File: src/source/stat_pkg.sv
// Statistics counter package with counter, address and event types
package stat_pkg;

    // Counter index, 32 counters
    typedef logic [4:0] stat_addr_t;

    // Counter value
    typedef logic [31:0] stat_cnt_t;

    // Event amount
    typedef logic [15:0] stat_amt_t;

    // Event operation
    typedef enum logic [1:0] {
        STAT_ADD = 2'd0,
        STAT_SUB = 2'd1,
        STAT_CLR = 2'd2,
        STAT_NOP = 2'd3
    } stat_op_e;

    // Incoming event, 23 bits
    typedef struct packed {
        stat_op_e   op;
        stat_addr_t addr;
        stat_amt_t  amt;
    } stat_event_t;

    // Update report, 38 bits
    typedef struct packed {
        stat_addr_t addr;
        stat_cnt_t  value;
        logic       sat;
    } stat_report_t;

    // Counter RAM read latency in cycles
    localparam int STAT_RD_LAT = 3;

endpackage

File: src/source/stat_event_in.sv
// Event intake that registers incoming events and issues counter reads
module stat_event_in
    import stat_pkg::*;
(
    input  logic        clk,
    input  logic        rst,
    input  logic        ev_valid,
    input  stat_event_t ev,
    output logic        rd_en,
    output stat_addr_t  rd_addr,
    output stat_event_t ev_q
);

    logic       take;
    stat_op_e   op_q;
    stat_addr_t addr_q;
    stat_amt_t  amt_q;

    // Only valid events with a real operation touch the RAM
    assign take = ev_valid && (ev.op != STAT_NOP);

    ////////////////////
    // Control register

    always_ff @(posedge clk)
    begin
        if (rst)
        begin
            rd_en <= 1'b0;
            op_q  <= STAT_NOP;
        end
        else
        begin
            rd_en <= take;
            // Dropped slots become NOP so later stages skip them
            op_q  <= take ? ev.op : STAT_NOP;
        end
    end

    // Payload register
    always_ff @(posedge clk)
    begin
        addr_q <= ev.addr;
        amt_q  <= ev.amt;
    end

    assign rd_addr = addr_q;
    assign ev_q    = '{op: op_q, addr: addr_q, amt: amt_q};

    // Event fields must be known whenever the source marks them valid
    a_ev_known: assert property (@(posedge clk) disable iff (rst) ev_valid |-> !$isunknown(ev))
        else $error("event carries X while ev_valid is high");

endmodule

File: src/source/stat_rmw_conflict.sv
// Read-modify-write pipeline with write conflict detection and data forwarding
module stat_rmw_conflict
    import stat_pkg::*;
(
    input  logic       clk,
    input  logic       rst,
    input  logic       rd_en,
    input  stat_addr_t rd_addr,
    output stat_cnt_t  old_cnt,
    input  stat_cnt_t  new_cnt,
    output logic       mem_we,
    output stat_addr_t mem_wa,
    output stat_cnt_t  mem_wd,
    output logic       mem_re,
    output stat_addr_t mem_ra,
    input  stat_cnt_t  mem_rd
);

    // Write-back stage, one past the read data stage
    localparam int WR_STG = STAT_RD_LAT + 1;

    logic [WR_STG:1] re_q;
    stat_addr_t      ra_q [1:WR_STG];
    logic            hit_s0;
    logic            hit_s1;
    logic            hit_s2;
    logic            fwd_s1;
    logic            fwd_s2;
    logic            fwd_s3;
    logic            adj_s3;
    stat_cnt_t       fwd_d1;
    stat_cnt_t       fwd_d2;
    stat_cnt_t       fwd_d3;

    ////////////////////
    // Stage pipeline

    always_ff @(posedge clk)
    begin
        if (rst)
            re_q <= '0;
        else
            re_q <= {re_q[WR_STG-1:1], rd_en};
    end

    always_ff @(posedge clk)
    begin
        ra_q[1] <= rd_addr;
        for (int i = 2; i <= WR_STG; i++)
            ra_q[i] <= ra_q[i-1];
    end

    // Write back at the last stage
    assign mem_we = re_q[WR_STG];
    assign mem_wa = ra_q[WR_STG];
    assign mem_wd = new_cnt;

    ////////////////////
    // Conflict detection

    // Write against the address sitting at stages 0, 1 and 2
    assign hit_s0 = mem_we && (mem_wa == rd_addr);
    assign hit_s1 = mem_we && (mem_wa == ra_q[1]);
    assign hit_s2 = mem_we && (mem_wa == ra_q[2]);

    // Same-cycle read of the written address is dropped, data comes from the write path
    assign mem_re = rd_en && !hit_s0;
    assign mem_ra = rd_addr;

    always_ff @(posedge clk)
    begin
        if (rst)
        begin
            fwd_s1 <= 1'b0;
            fwd_s2 <= 1'b0;
            fwd_s3 <= 1'b0;
            adj_s3 <= 1'b0;
        end
        else
        begin
            fwd_s1 <= rd_en && hit_s0;
            fwd_s2 <= fwd_s1 || hit_s1;
            fwd_s3 <= fwd_s2 || hit_s2;
            // Stages 2 and 3 now become the stage 3/4 pair next cycle
            adj_s3 <= re_q[2] && re_q[3] && (ra_q[2] == ra_q[3]);
        end
    end

    // Forwarded write data follows its event, a newer write replaces it
    always_ff @(posedge clk)
    begin
        fwd_d1 <= mem_wd;
        fwd_d2 <= hit_s1 ? mem_wd : fwd_d1;
        fwd_d3 <= hit_s2 ? mem_wd : fwd_d2;
    end

    // Newest value wins: stage 4 result, then forwarded data, then RAM
    assign old_cnt = adj_s3 ? new_cnt :
                     fwd_s3 ? fwd_d3  : mem_rd;

    a_no_rw_same_addr: assert property (@(posedge clk) disable iff (rst)
        (mem_we && mem_re) |-> (mem_wa != mem_ra))
        else $error("RAM read and write hit one address in one cycle");

    // Forwarding taps above assume exactly three read stages
    a_rd_lat: assert property (@(posedge clk) STAT_RD_LAT == 3)
        else $error("read latency differs from the forwarding structure");

endmodule

File: src/source/stat_ram.sv
// Counter RAM with one write port and a three-cycle read port
module stat_ram
    import stat_pkg::*;
(
    input  logic       clk,
    input  logic       we,
    input  stat_addr_t wa,
    input  stat_cnt_t  wd,
    input  logic       re,
    input  stat_addr_t ra,
    output stat_cnt_t  rd
);

    localparam int DEPTH = 2 ** $bits(stat_addr_t);

    stat_cnt_t mem     [DEPTH];
    stat_cnt_t rd_pipe [1:STAT_RD_LAT];

    // All counters start at zero
    initial
    begin
        for (int i = 0; i < DEPTH; i++)
            mem[i] = '0;
    end

    ////////////////////
    // Write port

    always_ff @(posedge clk)
    begin
        if (we)
            mem[wa] <= wd;
    end

    ////////////////////
    // Read port

    // Registered read, then output pipeline
    always_ff @(posedge clk)
    begin
        if (re)
            rd_pipe[1] <= mem[ra];
        for (int i = 2; i <= STAT_RD_LAT; i++)
            rd_pipe[i] <= rd_pipe[i-1];
    end

    assign rd = rd_pipe[STAT_RD_LAT];

endmodule

File: src/source/stat_update.sv
// Counter update stage that computes saturating add, subtract and clear
module stat_update
    import stat_pkg::*;
(
    input  logic         clk,
    input  logic         rst,
    input  stat_event_t  ev_q,
    input  stat_cnt_t    old_cnt,
    output stat_cnt_t    new_cnt,
    output logic         upd_valid,
    output stat_report_t upd
);

    stat_op_e   op_d   [1:STAT_RD_LAT];
    stat_addr_t addr_d [1:STAT_RD_LAT];
    stat_amt_t  amt_d  [1:STAT_RD_LAT];
    stat_cnt_t  amt_ext;
    logic [$bits(stat_cnt_t):0] sum;
    stat_cnt_t  calc;
    logic       calc_sat;

    ////////////////////
    // Delay to data stage

    always_ff @(posedge clk)
    begin
        if (rst)
        begin
            for (int i = 1; i <= STAT_RD_LAT; i++)
                op_d[i] <= STAT_NOP;
        end
        else
        begin
            op_d[1] <= ev_q.op;
            for (int i = 2; i <= STAT_RD_LAT; i++)
                op_d[i] <= op_d[i-1];
        end
    end

    always_ff @(posedge clk)
    begin
        addr_d[1] <= ev_q.addr;
        amt_d[1]  <= ev_q.amt;
        for (int i = 2; i <= STAT_RD_LAT; i++)
        begin
            addr_d[i] <= addr_d[i-1];
            amt_d[i]  <= amt_d[i-1];
        end
    end

    ////////////////////
    // Arithmetic

    assign amt_ext = stat_cnt_t'(amt_d[STAT_RD_LAT]);
    // Extra top bit flags overflow
    assign sum     = {1'b0, old_cnt} + {1'b0, amt_ext};

    always_comb
    begin
        calc     = old_cnt;
        calc_sat = 1'b0;
        case (op_d[STAT_RD_LAT])
            STAT_ADD:
            begin
                calc     = sum[$bits(stat_cnt_t)] ? '1 : sum[$bits(stat_cnt_t)-1:0];
                calc_sat = sum[$bits(stat_cnt_t)];
            end
            STAT_SUB:
            begin
                // Floor at zero
                calc     = (amt_ext > old_cnt) ? '0 : old_cnt - amt_ext;
                calc_sat = (amt_ext > old_cnt);
            end
            STAT_CLR:
                calc = '0;
            default:
                calc = old_cnt;
        endcase
    end

    // Stage 4 result register
    always_ff @(posedge clk)
    begin
        if (rst)
            upd_valid <= 1'b0;
        else
            upd_valid <= (op_d[STAT_RD_LAT] != STAT_NOP);
    end

    always_ff @(posedge clk)
    begin
        new_cnt <= calc;
        upd     <= '{addr: addr_d[STAT_RD_LAT], value: calc, sat: calc_sat};
    end

endmodule

File: src/source/stat_report.sv
// Report stage that streams counter updates and counts saturations
module stat_report
    import stat_pkg::*;
(
    input  logic         clk,
    input  logic         rst,
    input  logic         upd_valid,
    input  stat_report_t upd,
    output logic         rep_valid,
    output stat_report_t rep,
    output stat_cnt_t    sat_count
);

    logic sat_hit;

    // Saturated update, counter held once it reaches all-ones
    assign sat_hit = upd_valid && upd.sat && (sat_count != '1);

    ////////////////////
    // Output stream

    always_ff @(posedge clk)
    begin
        if (rst)
            rep_valid <= 1'b0;
        else
            rep_valid <= upd_valid;
    end

    // Report payload
    always_ff @(posedge clk)
    begin
        rep <= upd;
    end

    ////////////////////
    // Saturation count

    always_ff @(posedge clk)
    begin
        if (rst)
            sat_count <= '0;
        else if (sat_hit)
            sat_count <= sat_count + 1'b1;
    end

endmodule

File: src/source/stat_top.sv
// Statistics counter top level joining intake, RMW pipeline, RAM and report
module stat_top
    import stat_pkg::*;
(
    input  logic         clk,
    input  logic         rst,
    input  logic         ev_valid,
    input  stat_event_t  ev,
    output logic         rep_valid,
    output stat_report_t rep,
    output stat_cnt_t    sat_count
);

    // Intake to pipeline
    logic         rd_en;
    stat_addr_t   rd_addr;
    stat_event_t  ev_q;

    // Resolver and update
    stat_cnt_t    old_cnt;
    stat_cnt_t    new_cnt;

    // RAM ports
    logic         mem_we;
    stat_addr_t   mem_wa;
    stat_cnt_t    mem_wd;
    logic         mem_re;
    stat_addr_t   mem_ra;
    stat_cnt_t    mem_rd;

    // Update to report
    logic         upd_valid;
    stat_report_t upd;

    stat_event_in i_event_in (
        .clk      (clk),
        .rst      (rst),
        .ev_valid (ev_valid),
        .ev       (ev),
        .rd_en    (rd_en),
        .rd_addr  (rd_addr),
        .ev_q     (ev_q)
    );

    stat_rmw_conflict i_conflict (
        .clk      (clk),
        .rst      (rst),
        .rd_en    (rd_en),
        .rd_addr  (rd_addr),
        .old_cnt  (old_cnt),
        .new_cnt  (new_cnt),
        .mem_we   (mem_we),
        .mem_wa   (mem_wa),
        .mem_wd   (mem_wd),
        .mem_re   (mem_re),
        .mem_ra   (mem_ra),
        .mem_rd   (mem_rd)
    );

    stat_ram i_ram (
        .clk (clk),
        .we  (mem_we),
        .wa  (mem_wa),
        .wd  (mem_wd),
        .re  (mem_re),
        .ra  (mem_ra),
        .rd  (mem_rd)
    );

    stat_update i_update (
        .clk       (clk),
        .rst       (rst),
        .ev_q      (ev_q),
        .old_cnt   (old_cnt),
        .new_cnt   (new_cnt),
        .upd_valid (upd_valid),
        .upd       (upd)
    );

    stat_report i_report (
        .clk       (clk),
        .rst       (rst),
        .upd_valid (upd_valid),
        .upd       (upd),
        .rep_valid (rep_valid),
        .rep       (rep),
        .sat_count (sat_count)
    );

endmodule

File: config.mk
export PLATFORM = sky130hd
export DESIGN_NAME = stat_top
export DESIGN_NICKNAME = d
export VERILOG_FILES = /design/src/source/stat_pkg.sv /design/src/source/stat_event_in.sv /design/src/source/stat_rmw_conflict.sv /design/src/source/stat_ram.sv /design/src/source/stat_update.sv /design/src/source/stat_report.sv /design/src/source/stat_top.sv
export SDC_FILE = /design/constraint.sdc
export NUM_CORES = 1
export LEC_CHECK = 0
export BUFFER_PORTS_ARGS = -buffer_cell sky130_fd_sc_hd__buf_4
export CAP_MARGIN = 20
export CELL_PAD_IN_SITES_DETAIL_PLACEMENT = 0
export CELL_PAD_IN_SITES_GLOBAL_PLACEMENT = 1
export CORE_MARGIN = 5
export CORE_UTILIZATION = 45
export CTS_CLUSTER_DIAMETER = 150
export DETAILED_ROUTE_END_ITERATION = 10
export PLACE_DENSITY = 0.67
export SETUP_SLACK_MARGIN = 0.02
export SLEW_MARGIN = 20
export SYNTH_ARGS = -nofsm -noshare
export SYNTH_HDL_FRONTEND = slang
export SYNTH_SLANG_ARGS = --single-unit
File: constraint.sdc
create_clock -name clk -period 5.1 [get_ports clk]
set_input_delay 0 -clock clk [delete_from_list [all_inputs] [get_ports clk]]
set_output_delay 0 -clock clk [all_outputs]
set_load 0.02 [all_outputs]
## After elaboration in Yosys (flattened, before gate mapping)

Memory sizes are Yosys's and may differ from the RTL's. A register that Yosys moved wholly into a read port is not among the register bits.
Cells that the tools add are included.
Widths: inputs -> output; s select.

- Word-level logic and storage cells: 75
- Register bits after elaboration: 201
- Output and inout bits: 71
- Memories: 6
- Input port bits: 26
- RAM bits: 1,209

Memory list:

| name | depth | bits a word | rd ports | clocked after Yosys merged registers in | write ports | line | RTL |
|---|---|---|---|---|---|---|---|
| i_ram.mem | 32 | 32 | 1 | 1 | 1 | stat_ram.sv:16 | `stat_cnt_t mem [DEPTH];` |
| i_ram.rd_pipe | 3 | 32 | 3 | 0 | 3 | stat_ram.sv:17 | `stat_cnt_t rd_pipe [1:STAT_RD_LAT];` |
| i_update.amt_d | 3 | 16 | 3 | 0 | 3 | stat_update.sv:16 | `stat_amt_t amt_d [1:STAT_RD_LAT];` |
| i_conflict.ra_q | 4 | 5 | 4 | 0 | 4 | stat_rmw_conflict.sv:23 | `stat_addr_t ra_q [1:WR_STG];` |
| i_update.addr_d | 3 | 5 | 3 | 1 | 3 | stat_update.sv:15 | `stat_addr_t addr_d [1:STAT_RD_LAT];` |
| i_update.op_d | 3 | 2 | 3 | 0 | 3 | stat_update.sv:14 | `stat_op_e op_d [1:STAT_RD_LAT];` |

- Bitwise gates (word level): 4
- $add $sub $neg: 3
- Order comparisons: 1
- Reductions and logical operators: 15
- Equal/unequal tests: 9
- Multiplexer cells: 18

Operators by type and width:

| cell | number |
|---|---|
| $mux 32 | 6 |
| $pmux 32 s3 | 1 |
| $add 32x16->33 | 1 |
| $add 32x1->32 const B | 1 |
| $gt 16x32->1 | 1 |
| $ne 32x32->1 const B | 1 |
| $sub 32x16->32 | 1 |
| $eq 5x5->1 | 4 |
| $logic_and 1x1->1 | 10 |
| $mux 1 | 7 |
| $mux 2 | 3 |
| $ne 2x2->1 const B | 2 |
| $or 1x1->1 | 3 |
| $eq 2x1->1 const B | 1 |
| $eq 2x2->1 const B | 1 |
| $logic_not 2->1 | 1 |
| $logic_or 1x1->1 | 2 |
| $pmux 1 s2 | 1 |
| $reduce_or 2->1 | 1 |
| $logic_not 1->1 | 1 |
| $not 1->1 | 1 |

## Logic depth before layout (Yosys ltp)

An unclocked memory read counts as a cell.

- Depth after elaboration: 7
- Mapped depth: 18
- Mapped depth without buffers: 13

## Hierarchy

A second synthesis with hierarchy kept.

- Cells, all modules: 3,674
- Area, all modules: 55,679.7 um^2

By module, submodules not included:

| module | cells an instance | area an instance (um^2) | times used | seq. area each (um^2) |
|---|---|---|---|---|
| stat_ram | 2,357 | 42,330.6 | 1 | 32,991.6 |
| stat_update | 659 | 5,667.9 | 1 | 2,162.1 |
| stat_rmw_conflict | 380 | 4,569.4 | 1 | 2,482.4 |
| stat_report | 245 | 2,562.5 | 1 | 1,421.4 |
| stat_event_in | 33 | 549.3 | 1 | 480.5 |

## Worst setup path before layout

Ideal clock, no wire load.

- Path type: register to register
- Start point: reg i_conflict.fwd_s3
- End point: reg i_update.new_cnt[30]
- Arrival: 4.195 ns
- Library setup time: 0.121 ns
- Buffers on the path: 5
- Required time: 4.979 ns
- Setup slack: 0.785 ns
- Stages on the path, launching flop included: 19
- Clock period less this slack: 4.315 ns
- Cell sequence: dfxtp_1 > buf_6 > buf_6 > buf_2 > buf_1 > mux2i_1 > nor2_1 > a21oi_1 > inv_1 > fa_1 > nor2b_1 > or3_1 > a221oi_2 > o31ai_4 > a21oi_2 > buf_6 > nand3b_1 > o2111ai_1 > mux2_2

- Cells in the longest elaborated chain, start to end: 5
- Elaborated cells between the ends (all ways): 8
- Those cells by class: add/sub (2); order compare (1); mux (5)

RTL lines:

| what | line | RTL |
|---|---|---|
| start: declaration | stat_rmw_conflict.sv:29 | `logic fwd_s3;` |
| start signal: assignment | stat_rmw_conflict.sv:83 | `fwd_s3 <= fwd_s2 \|\| hit_s2;` |
| $mux 32 * | stat_rmw_conflict.sv:99 | `fwd_s3 ? fwd_d3 : mem_rd;` |
| $mux 32 * | stat_rmw_conflict.sv:98 | `assign old_cnt = adj_s3 ? new_cnt :` |
| $sub 32x16->32, or another cell as far along | stat_update.sv:71 | `calc = (amt_ext > old_cnt) ? '0 : old_cnt - amt_ext;` |
| $mux 32 (on tied branches) | stat_update.sv:71, stat_update.sv:65 |  |
| $pmux 32 s3 * | stat_update.sv:62 | `case (op_d[STAT_RD_LAT])` |
| via i_update.calc[30] | stat_update.sv:19 | `stat_cnt_t calc;` |
| end signal: assignment | stat_update.sv:92 | `new_cnt <= calc;` |
| end: declaration | stat_update.sv:9 | `output stat_cnt_t new_cnt,` |

The timed path passes the listed nets; every way through them passes the cells marked *.
A chain may end at the register's enable or synchronous reset.

## Worst setup path in the final report

- Start point: reg i_conflict.fwd_s3
- End point: reg i_update.new_cnt[27]

Same word-level chain as after synthesis.

==> summary.txt <==
status: finished clean
Hold Crit Class: primary input to flip-flop
Pre-antenna DRT Iters: 5
Clock Latency Late Sink: 740 ps
clock buffer depth: 3
CP max stage delay: 830 ps
syn_nets: 2741
flop2flop setup slack: 650 ps
Worst-path clk slew: 60 ps
cell count after synthesis: 2673
RSZ-0062 raised after global routing: false
Cell variety after synth: 79
row cnt: 125
combinational share of power: 4.8%
RR Endpoint: i_update.new_cnt[27]
largest family of logic cells by synthesized area: multiplexers
critical path cell sequence: buf_4 > mux2i_1 > o21ai_0 > ha_1 > or3b_2 > nor4_1 > a211oi_2 > a31oi_1 > nand4_1 > xor2_1 > o2111ai_1
GR Layer Usage met1: 26.3%
adder-cell share of the synthesized area: 1.04%
Initial Util: 45.1%
Max Clk Rate: 0.225 GHz
fin crit share: 87.2%
total leakage power: 19.9 nW
EDFF count, synth: 1056
Rel. slew slack: 29.8%
Die Wd: 351 um
die footprint: 123000 um2
count of pins over their slew limit: 0
xor-xnor portion of the synthesized cell area: 1.43%
r2r worst-path depth: 11
core area: 116000 um2
dominant synthesized flop cell: edfxtp_1
post-synth top area share: 60.8%
TritonCTS Buffers: 140
worst path bufs/invs: 1
worst slew pin tran: 1050 ps
MaxCap Viol Count: 0
Seq/Total Area, Yosys: 73.8%
worst setup path endpoint: i_update.new_cnt[27]
CTS H-tree depth: 4
Top Ports: 97
Final setup viols: 0
number of cells upsized or downsized after cts: 0
Layout area overhead: 16.0%
largest net degree at the start of global routing: 87
CP delay by family, top: compound AO/OA/AOI/OAI gates
post-synthesis compound-gate area fraction: 2.58%
post-route ant nets: 0
DRC viols: 0
Seq pwr share: 52.3%
drt initial violations: 2223
DP Wirelength: 72000 um
global route overflow: 0
cell depth of the worst setup path: 11
ys async rst share: 0%
crit path launch type: flip-flop
initial antenna violation count: 3
Final Power: 0.0239 W
CTS Root Cell: clkbuf_16
Max FO, Critical Path: 20
IO buf count: 96
reg2reg start: i_conflict.fwd_s3
Post-CTS Setup Inserts: 0
WP data required: 5750 ps
WL/cell: 26.8 um
yosys warns: 0
hold buffer count at CTS: 49
share of cells above drive strength 1: 29.5%
Simple-Gate Fraction of Synth Area: 3.32%
GR Layer Usage met2: 35.5%
Cell Pwr Density: 395 nW/um2
final hold vios: 0
first-pass GRT wire length: 180000 um
Clock Skew: 26.8 ps
Critical-path top delay cell: a31oi_1
Die Y: 351 um
GP Congestion: 0.827
post-synth top area cell: edfxtp_1
Synth Register Bits: 1395
via/cell ratio: 5.66
CTS Sinks: 1395
total track usage: 20.1%
Pint: 0.0189 W
min Tclk post-route: 4450 ps
number of global-route vias before repair: 27000
total negative slack: 0 ps
clock share of power: 43.0%
leading cell type in the layout, fill and taps excluded: edfxtp_1
met3 GRT Util: 2.96%
Synth area leaders: edfxtp_1 61%, mux4_2 14%, dfxtp_1 13%
Worst Setup SP: i_conflict.fwd_s3
Setup CP Type: flip-flop to flip-flop
Mean Syn Cell Area: 19.5 um2
Max VDD drop: 0.333 mV
Switching Share: 20.8%
post-synthesis cell area: 52200 um2
most used routing layer: met2
switching power: 0.00498 W
mux contribution to synthesized area: 16.6%
CP endpoint kind: flip-flop
DR vias: 25900
nets: 2991
final wirelength: 122000 um
CTS tree: yes
commonest cells after routing, fill and taps aside: 1056 x edfxtp_1, 330 x dfxtp_1, 320 x mux4_2, 176 x buf_4, 142 x clkbuf_16
Arr. time, crit path: 5100 ps
-- tightest hold or removal path, cell delays in order --
cell	delay (ps)
dlygate4sd3_1	560
buf_4	120
a21oi_1	70
-- metrics by stage --
step	cells	cell area (um2)	setup WS (ps)	utilization (%)	hold slack [ps]
final	4567	60500	651	52.3	80.4
after global routing	4565	60500	447	52.3	53.1
after CTS	4565	60500	706	52.3	11.6
after detailed placement	4256	55400	722	47.8	105
after global placement	4256	55400	748	47.8	104
after floorplan	2673	52200	785	-	27.7
-- kinds of logic (layout without fill, tap and decap cells) --
kind of cell    Yosys count  in the layout
mux                     452            452
flops                  1395           1395
xor+xnor                 85             85
fa+ha+maj                42             42
buf+inv                 165            533
other cells               0              2
compound gates          196            196
simple gates            338            338
-- flip-flops by register name, indices dropped and copies added (netlist names), 4 cells and up --
| signal | flops |
|---|---|
| i_ram.rd_pipe | 96 |
| i_ram.mem | 1024 |
| i_report.sat_count | 32 |
| i_update.upd | 6 |
| i_update.amt_d | 48 |
| i_event_in.amt_q | 16 |
| i_conflict.fwd_d2 | 32 |
| i_conflict.fwd_d3 | 32 |
| i_update.op_d | 6 |
| i_report.rep | 38 |
| i_event_in.rd_addr | 5 |
| i_update.addr_d | 12 |
| i_conflict.re_q | 4 |
| i_update.new_cnt | 32 |
-- routing by layer --
metal	wire length, um	up-vias
met5	0	-
met4	2560	0
met3	6530	173
met2	63900	782
met1	49400	13700
li1	-	11200
-- synthesized netlist by cell type, types with 7 or more instances --
library cell,number
buf_1,29
buf_2,8
mux4_2,320
ha_1,40
nand2_1,69
nor2b_1,19
o21ai_0,47
nand3b_1,9
or2_2,11
mux2i_1,35
mux2_2,97
nand4_1,17
edfxtp_1,1056
nor2_1,112
nand2b_1,7
a21oi_1,41
and2_1,8
and4_1,7
o211ai_1,8
nor4_1,8
nor3_1,12
xor2_1,49
clkbuf_1,83
xnor2_1,36
o21a_1,9
dfxtp_1,339
nand3_1,27
a21o_1,10
o21ai_1,7
a221oi_1,11
inv_1,36
-- worst min-delay path by stage --
stage | cells past startpoint | start | endpoint | slack, ps
after global placement | 1 | ev[16] | i_event_in.rd_addr[0] | 100
final | 3 | ev[21] | i_event_in.rd_en | 80
after CTS | 3 | ev[22] | i_event_in.rd_en | 10
after global routing | 3 | ev[21] | i_event_in.rd_en | 50
after floorplan | 0 | ev[0] | i_event_in.amt_q[0] | 30
after detailed placement | 1 | ev[5] | i_event_in.amt_q[5] | 110
-- layout make-up --
cell class                 count  area, um2
timing repair buffer         237       2050
sequential                  1395      38500
multi-input combinational   1113      13300
inverter                      36        135
clock inverter                71        782
antenna                        2       5.00
clock buffer                 189       3880
fill                        9059      55200
tap                         1524       1910
-- power by group through the flow --
stage	Sequential, W	Combinational [W]	Clock, W
finish	0.0125	0.00114	0.0103
global route	0.0125	0.00123	0.0110
CTS	0.0125	0.00115	0.0105
detailed placement	0.0127	0.00112	0
global placement	0.0127	0.00110	0
floorplan	0.0128	0.000691	0
(Power assumes the default switching activity.)
